## src/hw/muldiv_params.svh

```systemverilog
// muldiv sizing macros: data width and divider iteration count
`ifndef MULDIV_PARAMS_SVH
`define MULDIV_PARAMS_SVH

// one machine word
`define MD_XLEN 32

// restoring divider retires one quotient bit per step
`define MD_DIV_STEPS `MD_XLEN

`endif

```

## src/hw/muldiv_pkg.sv

```systemverilog
// muldiv op encoding and the decoded request handed to the arithmetic units
`default_nettype none

`include "muldiv_params.svh"

package muldiv_pkg;

    // core-side op strobe, OP_NONE on idle cycles
    typedef enum logic [2:0] {
        OP_NONE  = 3'd0,
        OP_MULT  = 3'd1,
        OP_MULTU = 3'd2,
        OP_DIV   = 3'd3,
        OP_DIVU  = 3'd4,
        OP_MTHI  = 3'd5,
        OP_MTLO  = 3'd6
    } md_op_e;

    typedef struct packed {
        logic                mul_go;    // multiply this cycle
        logic                div_go;    // start a divide
        logic                is_signed; // signed form of mult/div
        logic                mt_hi;     // move a into HI
        logic                mt_lo;     // move b into LO
        logic [`MD_XLEN-1:0] a;
        logic [`MD_XLEN-1:0] b;
    } md_req_t;

endpackage

`default_nettype wire

```

## src/hw/hilo_pkg.sv

```systemverilog
// HI/LO register write bundle shared by all result producers
`default_nettype none

`include "muldiv_params.svh"

package hilo_pkg;

    typedef struct packed {
        logic                we_hi; // write HI
        logic                we_lo; // write LO
        logic [`MD_XLEN-1:0] hi;
        logic [`MD_XLEN-1:0] lo;
    } hilo_wr_t;

endpackage

`default_nettype wire

```

## src/hw/muldiv_decode.sv

```systemverilog
// muldiv input decode: op strobe to request flags, divide busy and ready level
`timescale 1ns/1ns
`default_nettype none

`include "muldiv_params.svh"

module muldiv_decode (
    input  wire                  clk,
    input  wire                  rst_n,
    input  wire muldiv_pkg::md_op_e op,
    input  wire [`MD_XLEN-1:0]   in0,
    input  wire [`MD_XLEN-1:0]   in1,
    input  wire                  div_done,
    output muldiv_pkg::md_req_t  req,
    output logic                 ready
);

    logic busy_q;
    logic busy_d;

    always_comb
    begin
        req   = '0;
        req.a = in0;
        req.b = in1;
        case (op)
            muldiv_pkg::OP_MULT:
            begin
                req.mul_go    = 1'b1;
                req.is_signed = 1'b1;
            end
            muldiv_pkg::OP_MULTU: req.mul_go = 1'b1;
            muldiv_pkg::OP_DIV:
            begin
                req.div_go    = 1'b1;
                req.is_signed = 1'b1;
            end
            muldiv_pkg::OP_DIVU: req.div_go = 1'b1;
            muldiv_pkg::OP_MTHI:
            begin
                req.mt_hi = 1'b1;
                req.b     = in0; // moved value on both halves
            end
            muldiv_pkg::OP_MTLO:
            begin
                req.mt_lo = 1'b1;
                req.b     = in0;
            end
            default: ;
        endcase
    end

    // busy spans issue up to and including the done cycle
    assign busy_d = req.div_go ? 1'b1 : (div_done ? 1'b0 : busy_q);

    always_ff @(posedge clk)
    begin
        if (!rst_n)
        begin
            busy_q <= 1'b0;
            ready  <= 1'b0;
        end
        else
        begin
            busy_q <= busy_d;
            ready  <= !busy_d;
        end
    end

    // core must hold off while a divide is running
    a_no_op_while_busy: assert property (@(posedge clk) disable iff (!rst_n)
        busy_q |-> op == muldiv_pkg::OP_NONE)
        else $error("op issued while divider busy");

    a_done_only_when_busy: assert property (@(posedge clk) disable iff (!rst_n)
        div_done |-> busy_q)
        else $error("divider done without a divide in flight");

endmodule

`default_nettype wire

```

## src/hw/mul_unit.sv

```systemverilog
// two-stage 32x32 signed/unsigned multiplier, also carries MTHI/MTLO writes
`timescale 1ns/1ns
`default_nettype none

`include "muldiv_params.svh"

module mul_unit (
    input  wire                 clk,
    input  wire                 rst_n,
    input  wire muldiv_pkg::md_req_t req,
    output hilo_pkg::hilo_wr_t  mul_wr
);

    logic signed [`MD_XLEN:0]     a_ext;
    logic signed [`MD_XLEN:0]     b_ext;
    logic signed [2*`MD_XLEN-1:0] prod;

    logic                we_hi_q;
    logic                we_lo_q;
    logic [`MD_XLEN-1:0] hi_q;
    logic [`MD_XLEN-1:0] lo_q;

    // one extra bit so unsigned operands stay positive
    assign a_ext = {req.is_signed & req.a[`MD_XLEN-1], req.a};
    assign b_ext = {req.is_signed & req.b[`MD_XLEN-1], req.b};
    assign prod  = a_ext * b_ext; // low 64 bits are exact for both forms

    always_ff @(posedge clk)
    begin
        if (!rst_n)
        begin
            we_hi_q <= 1'b0;
            we_lo_q <= 1'b0;
        end
        else
        begin
            we_hi_q <= req.mul_go | req.mt_hi;
            we_lo_q <= req.mul_go | req.mt_lo;
        end
    end

    always_ff @(posedge clk)
    begin
        hi_q <= req.mul_go ? prod[2*`MD_XLEN-1:`MD_XLEN] : req.a;
        lo_q <= req.mul_go ? prod[`MD_XLEN-1:0] : req.b;
    end

    always_comb
    begin
        mul_wr.we_hi = we_hi_q;
        mul_wr.we_lo = we_lo_q;
        mul_wr.hi    = hi_q;
        mul_wr.lo    = lo_q;
    end

endmodule

`default_nettype wire

```

## src/hw/div_unit.sv

```systemverilog
// iterative restoring divider, signed/unsigned, one-cycle done pulse at the end
`timescale 1ns/1ns
`default_nettype none

`include "muldiv_params.svh"

module div_unit (
    input  wire                 clk,
    input  wire                 rst_n,
    input  wire muldiv_pkg::md_req_t req,
    output hilo_pkg::hilo_wr_t  div_wr,
    output logic                done
);

    localparam int CW = $clog2(`MD_DIV_STEPS);
    localparam logic [CW-1:0] LAST = CW'(`MD_DIV_STEPS - 1);

    logic                run_q;
    logic [CW-1:0]       cnt_q;

    logic [`MD_XLEN-1:0] quo_q; // dividend shifts out, quotient shifts in
    logic [`MD_XLEN-1:0] rem_q;
    logic [`MD_XLEN-1:0] dvs_q;
    logic                q_neg_q;
    logic                r_neg_q;
    logic                dz_q;

    logic [`MD_XLEN-1:0] mag_a;
    logic [`MD_XLEN-1:0] mag_b;
    logic [`MD_XLEN+1:0] trial;
    logic                fits;

    // magnitudes; 0x80000000 maps onto itself as 2^31
    assign mag_a = (req.is_signed && req.a[`MD_XLEN-1]) ? -req.a : req.a;
    assign mag_b = (req.is_signed && req.b[`MD_XLEN-1]) ? -req.b : req.b;

    // shifted partial remainder minus divisor, sign bit says restore
    assign trial = {1'b0, rem_q, quo_q[`MD_XLEN-1]} - {2'b00, dvs_q};
    assign fits  = !trial[`MD_XLEN+1];

    always_ff @(posedge clk)
    begin
        if (!rst_n)
        begin
            run_q <= 1'b0;
            cnt_q <= '0;
            done  <= 1'b0;
        end
        else
        begin
            done <= run_q && (cnt_q == LAST);
            if (req.div_go)
            begin
                run_q <= 1'b1;
                cnt_q <= '0;
            end
            else if (run_q)
            begin
                cnt_q <= cnt_q + 1'b1;
                if (cnt_q == LAST)
                    run_q <= 1'b0;
            end
        end
    end

    always_ff @(posedge clk)
    begin
        if (req.div_go)
        begin
            quo_q   <= mag_a;
            rem_q   <= '0;
            dvs_q   <= mag_b;
            q_neg_q <= req.is_signed & (req.a[`MD_XLEN-1] ^ req.b[`MD_XLEN-1]);
            r_neg_q <= req.is_signed & req.a[`MD_XLEN-1]; // remainder follows dividend
            dz_q    <= (req.b == '0);
        end
        else if (run_q)
        begin
            if (fits)
                rem_q <= trial[`MD_XLEN-1:0];
            else
                rem_q <= {rem_q[`MD_XLEN-2:0], quo_q[`MD_XLEN-1]};
            quo_q <= {quo_q[`MD_XLEN-2:0], fits};
        end
    end

    // sign fix on the way out, valid while done is high
    always_comb
    begin
        div_wr.we_hi = done;
        div_wr.we_lo = done;
        div_wr.hi    = r_neg_q ? -rem_q : rem_q; // zero divisor leaves the dividend here
        if (dz_q)
            div_wr.lo = '1;
        else
            div_wr.lo = q_neg_q ? -quo_q : quo_q;
    end

    a_no_go_while_running: assert property (@(posedge clk) disable iff (!rst_n)
        run_q |-> !req.div_go)
        else $error("divide started while divider running");

endmodule

`default_nettype wire

```

## src/hw/hilo_regs.sv

```systemverilog
// HI/LO register pair with divide-priority write arbitration and read mux
`timescale 1ns/1ns
`default_nettype none

`include "muldiv_params.svh"

module hilo_regs (
    input  wire                     clk,
    input  wire                     rst_n,
    input  wire hilo_pkg::hilo_wr_t mul_wr,
    input  wire hilo_pkg::hilo_wr_t div_wr,
    input  wire                     read_hi,
    output logic [`MD_XLEN-1:0]     result
);

    logic [`MD_XLEN-1:0] hi_q;
    logic [`MD_XLEN-1:0] lo_q;

    always_ff @(posedge clk)
    begin
        if (!rst_n)
        begin
            hi_q <= '0;
            lo_q <= '0;
        end
        else
        begin
            if (div_wr.we_hi)
                hi_q <= div_wr.hi; // divider wins a clash
            else if (mul_wr.we_hi)
                hi_q <= mul_wr.hi;

            if (div_wr.we_lo)
                lo_q <= div_wr.lo;
            else if (mul_wr.we_lo)
                lo_q <= mul_wr.lo;
        end
    end

    assign result = read_hi ? hi_q : lo_q;

    a_single_writer: assert property (@(posedge clk) disable iff (!rst_n)
        !((div_wr.we_hi || div_wr.we_lo) && (mul_wr.we_hi || mul_wr.we_lo)))
        else $error("multiplier and divider wrote HI/LO together");

endmodule

`default_nettype wire

```

## src/hw/muldiv_top.sv

```systemverilog
// muldiv top: decode, multiplier, divider and HI/LO registers
`timescale 1ns/1ns
`default_nettype none

`include "muldiv_params.svh"

module muldiv_top (
    input  wire                     clk,
    input  wire                     rst_n,
    input  wire muldiv_pkg::md_op_e op,
    input  wire [`MD_XLEN-1:0]      in0,
    input  wire [`MD_XLEN-1:0]      in1,
    input  wire                     read_hi,
    output logic [`MD_XLEN-1:0]     result,
    output logic                    ready
);

    muldiv_pkg::md_req_t req;
    hilo_pkg::hilo_wr_t  mul_wr;
    hilo_pkg::hilo_wr_t  div_wr;
    logic                div_done;

    muldiv_decode decode_i (
        .clk      (clk),
        .rst_n    (rst_n),
        .op       (op),
        .in0      (in0),
        .in1      (in1),
        .div_done (div_done),
        .req      (req),
        .ready    (ready)
    );

    mul_unit mul_i (
        .clk    (clk),
        .rst_n  (rst_n),
        .req    (req),
        .mul_wr (mul_wr)
    );

    div_unit div_i (
        .clk    (clk),
        .rst_n  (rst_n),
        .req    (req),
        .div_wr (div_wr),
        .done   (div_done)
    );

    hilo_regs hilo_i (
        .clk     (clk),
        .rst_n   (rst_n),
        .mul_wr  (mul_wr),
        .div_wr  (div_wr),
        .read_hi (read_hi),
        .result  (result)
    );

endmodule

`default_nettype wire

```

## config.mk

```make
export PLATFORM = sky130hd
export DESIGN_NAME = muldiv_top
export DESIGN_NICKNAME = d
export VERILOG_FILES = /design/src/hw/muldiv_pkg.sv /design/src/hw/hilo_pkg.sv /design/src/hw/muldiv_decode.sv /design/src/hw/mul_unit.sv /design/src/hw/div_unit.sv /design/src/hw/hilo_regs.sv /design/src/hw/muldiv_top.sv
export VERILOG_INCLUDE_DIRS = /design/src /design/src/hw
export SDC_FILE = /design/constraint.sdc
export NUM_CORES = 2
export LEC_CHECK = 0
export BUFFER_PORTS_ARGS = -buffer_cell sky130_fd_sc_hd__clkbuf_2
export CORE_MARGIN = 2
export CORE_UTILIZATION = 59
export DETAILED_ROUTE_END_ITERATION = 16
export PLACE_DENSITY = 0.83
export SYNTH_ARGS = -nofsm -noshare
export SYNTH_HDL_FRONTEND = slang
export SYNTH_HIERARCHICAL = 1
export SYNTH_SLANG_ARGS = --single-unit
```

## constraint.sdc

```tcl
create_clock -name clk -period 8.9 [get_ports clk]
set_input_delay 0.89 -clock clk [delete_from_list [all_inputs] [get_ports clk]]
set_output_delay 0.89 -clock clk [all_outputs]
set_load 0.02 [all_outputs]
```

==> flow_summary.ini <==
[synthesis]
syn_area_um2 = 53530
synth_edf_count = 67
ys_ff_latch = 238
synthCells = 5790
synthFlopType = dfxtp_1
synthesis.nets = 7236
ys_warn_count = 6
avgSynthCellArea_um2 = 9.246
yosysUniqueCellTypes = 97
ys_seq_area_share_pct = 10.15
synth_largest_area_cell = fa_1
synth_top_area_share_pct = 42.11
async_reset_ff_share_pct = 0
synth.top_cells.by_area = fa_1, inv_1, dfxtp_1, nand2_1, ha_1

[layout]
register_area_um2 = 5443
nets = 7395
layout_commonest_cell = inv_1
final_cell_mix = inv_1, fa_1, nand2_1
multi_input_area_um2 = 42260
finish.instance_area_um2 = 58170
final_cell_count_no_fill = 7153
fillCellCount = 7005
syn2layout_area_growth_pct = 8.666
drive_gt1_share_pct = 13.29

[setup_path]
cp-start-kind = input pin
critical_path.startpoint = op[1]
path_class = input pin to flop
cp_slowest_stage_delay_ns = 0.59
critical_path.top_delay_family = adder cells
cp_common_cell = fa_1
crit_slowest_cell = fa_1
path_max_fanout = 16
crit_required_ns = 9.36
worst-path-buf-inv = 8
reg2reg_from = div_i/rem_q[9]
crit_path_end_kind = flop
cp.arrival_ns = 9.18

[global_route]
grt.busiest_layer = met2
grtUsageMet1_pct = 44.95
grt_use_met3_pct = 7.349
grt_overflow_total = 0
grt_max_degree = 133
gr-usage-met2_pct = 57.50
grt_pass1_vias = 45077
grt_use_total_pct = 35.73
grt_pass1_wl_um = 255300
grt_antenna_before_repair = 16

[detailed_routing]
drc = 0
wire_per_inst_um = 23.25
wirelength_um = 166300
via_per_inst = 5.922
drt_pre_antenna_iters = 8
vias = 42361
ant_nets = 0
drt-initial-drc-count = 4542

[cts]
cts_buffers = 26
cts_tree = done
ctsLongestPathBuffers = 3
path_clk_slew_ns = 0.06
htreeDepth = 1
insertion_delay_ns = 0.53
clkSinkCount = 238
cts_root_buffer = clkbuf_16
holdBufCountCts = 0

[sta]
worst_hold_slack_ns = 0.5028
tightest_slew_ns = 1.188
finalSetupViolations = 0
final-hold-violation-count = 0
finClkSkew_ns = 0.009792
fin_tns_setup_ns = 0
maxSlewHeadroom_pct = 20.81
drv_slew = 0
fin_crit_sh_pct = 97.94
timing.fmax_mhz = 114.7
post-route-min-period_ns = 8.716

[floorplan]
ios = 103
core_area_um2 = 90010
dieArea_um2 = 93160
start_util_pct = 59.47
die_height_um = 305.2
die_w_um = 305.2
rows = 110

[placed_design]
dp_hpwl_um = 129800
dp.cells = 7083
io_buffers = 102
gp_congestion = 1.014
placed_area_um2 = 57060

[flow_run]
drv_cap = 0

[min_path]
hold_path_class = flop to flop
hp-start = div_i/cnt_q[4]

[outcome]
status = finished clean
what timing repair did:
item,CTS,global route
resized for setup,0,21
setup buffers,0,10
setup endpoints to repair,0,21
per-stage QoR:
stage / utilization, % / setup WS (ns)
floorplan: - / -0.001109
global placement: 63.39 / -0.4084
detailed placement: 63.39 / -0.4867
CTS: 64.34 / 0.02924
global route: 64.62 / -0.05030
finish: 64.63 / 0.1836
cell usage after synthesis (23+ instances only):
library cell and count:
mux2_4 91, edfxtp_1 67, xor2_1 78, o21ai_0 87
a21o_1 42, mux2_2 85, nand2_1 865, nand3_1 30
buf_4 41, and3_1 42, and2_1 365, dfxtp_1 171
or2b_1 42, a21oi_1 155, fa_1 1126, clkbuf_1 276
nor3_1 25, nand4_1 26, ha_1 250, inv_1 1167
o31ai_1 30, o211a_1 68, a311oi_1 23, xnor2_1 132
nor2_1 180, nand2b_1 32
metal layers:
layer  routed length, µm  share of wire [%]
met4               12470                7.5
met5                  88              0.053
met3               19030                 11
met1               59030                 35
met2               75660                 46
cell type report:
class / instances / share of cell area (%)
inverter: 1168 / 7.549
sequential: 238 / 9.356
timing repair buffer: 485 / 6.412
antenna: 8 / 0.03441
multi-input combinational: 4030 / 72.65
tap: 1176 / 2.529
clock buffer: 43 / 1.387
clock inverter: 5 / 0.08388
kinds of logic (layout without fill, tap and decap cells):
| group | count (synthesis) | count (layout) | share of synthesized area [%] |
|---|---|---|---|
| buffers and inverters | 1526 | 1701 | 11.31 |
| other | 0 | 8 | 0 |
| XOR/XNOR | 210 | 210 | 3.436 |
| adder cells (fa/ha/maj) | 1376 | 1376 | 47.95 |
| AO/OA/AOI/OAI | 553 | 553 | 7.409 |
| multiplexers | 184 | 188 | 4.494 |
| AND/OR/NAND/NOR | 1703 | 1703 | 15.25 |
| flip-flops | 238 | 238 | 10.15 |
worst paths after layout:
path / to / slack [ns] / cells past startpoint
max reg2reg: div_i/rem_q[25] / 5.25 / 10
min: div_i/cnt_q[4] / 0.50 / 2
min reg2reg: div_i/cnt_q[4] / 0.50 / 2
max: mul_i/hi_q[26] / 0.18 / 31
state kept, by name, indices dropped and copies added, names as in the netlist:
signal / cells
div_i/dz_q: 1
div_i/quo_q: 32
div_i/run_q: 1
decode_i/busy_q: 1
hilo_i/lo_q: 32
div_i/q_neg_q: 1
mul_i/we_hi_q: 1
div_i/dvs_q: 32
mul_i/we_lo_q: 1
div_i/rem_q: 32
decode_i/ready: 1
hilo_i/hi_q: 32
mul_i/lo_q: 32
mul_i/hi_q: 32
div_i/cnt_q: 5
div_i/r_neg_q: 1
div_i/done: 1
worst register-to-register path, cell delays in order (launching register included):
cell and delay [ns]:
dfxtp_1 0.48, ha_1 0.35, and2_1 0.24, a2111oi_2 0.44, o2111ai_2 0.30, nand3_1 0.19, o211ai_2 0.13, nor2_1 0.63
buf_4 0.39, nand2_1 0.10, a311oi_1 0.29
Power is not shown: default switching activity piles up to over one toggle a cycle in this logic, so the estimate is an artifact.
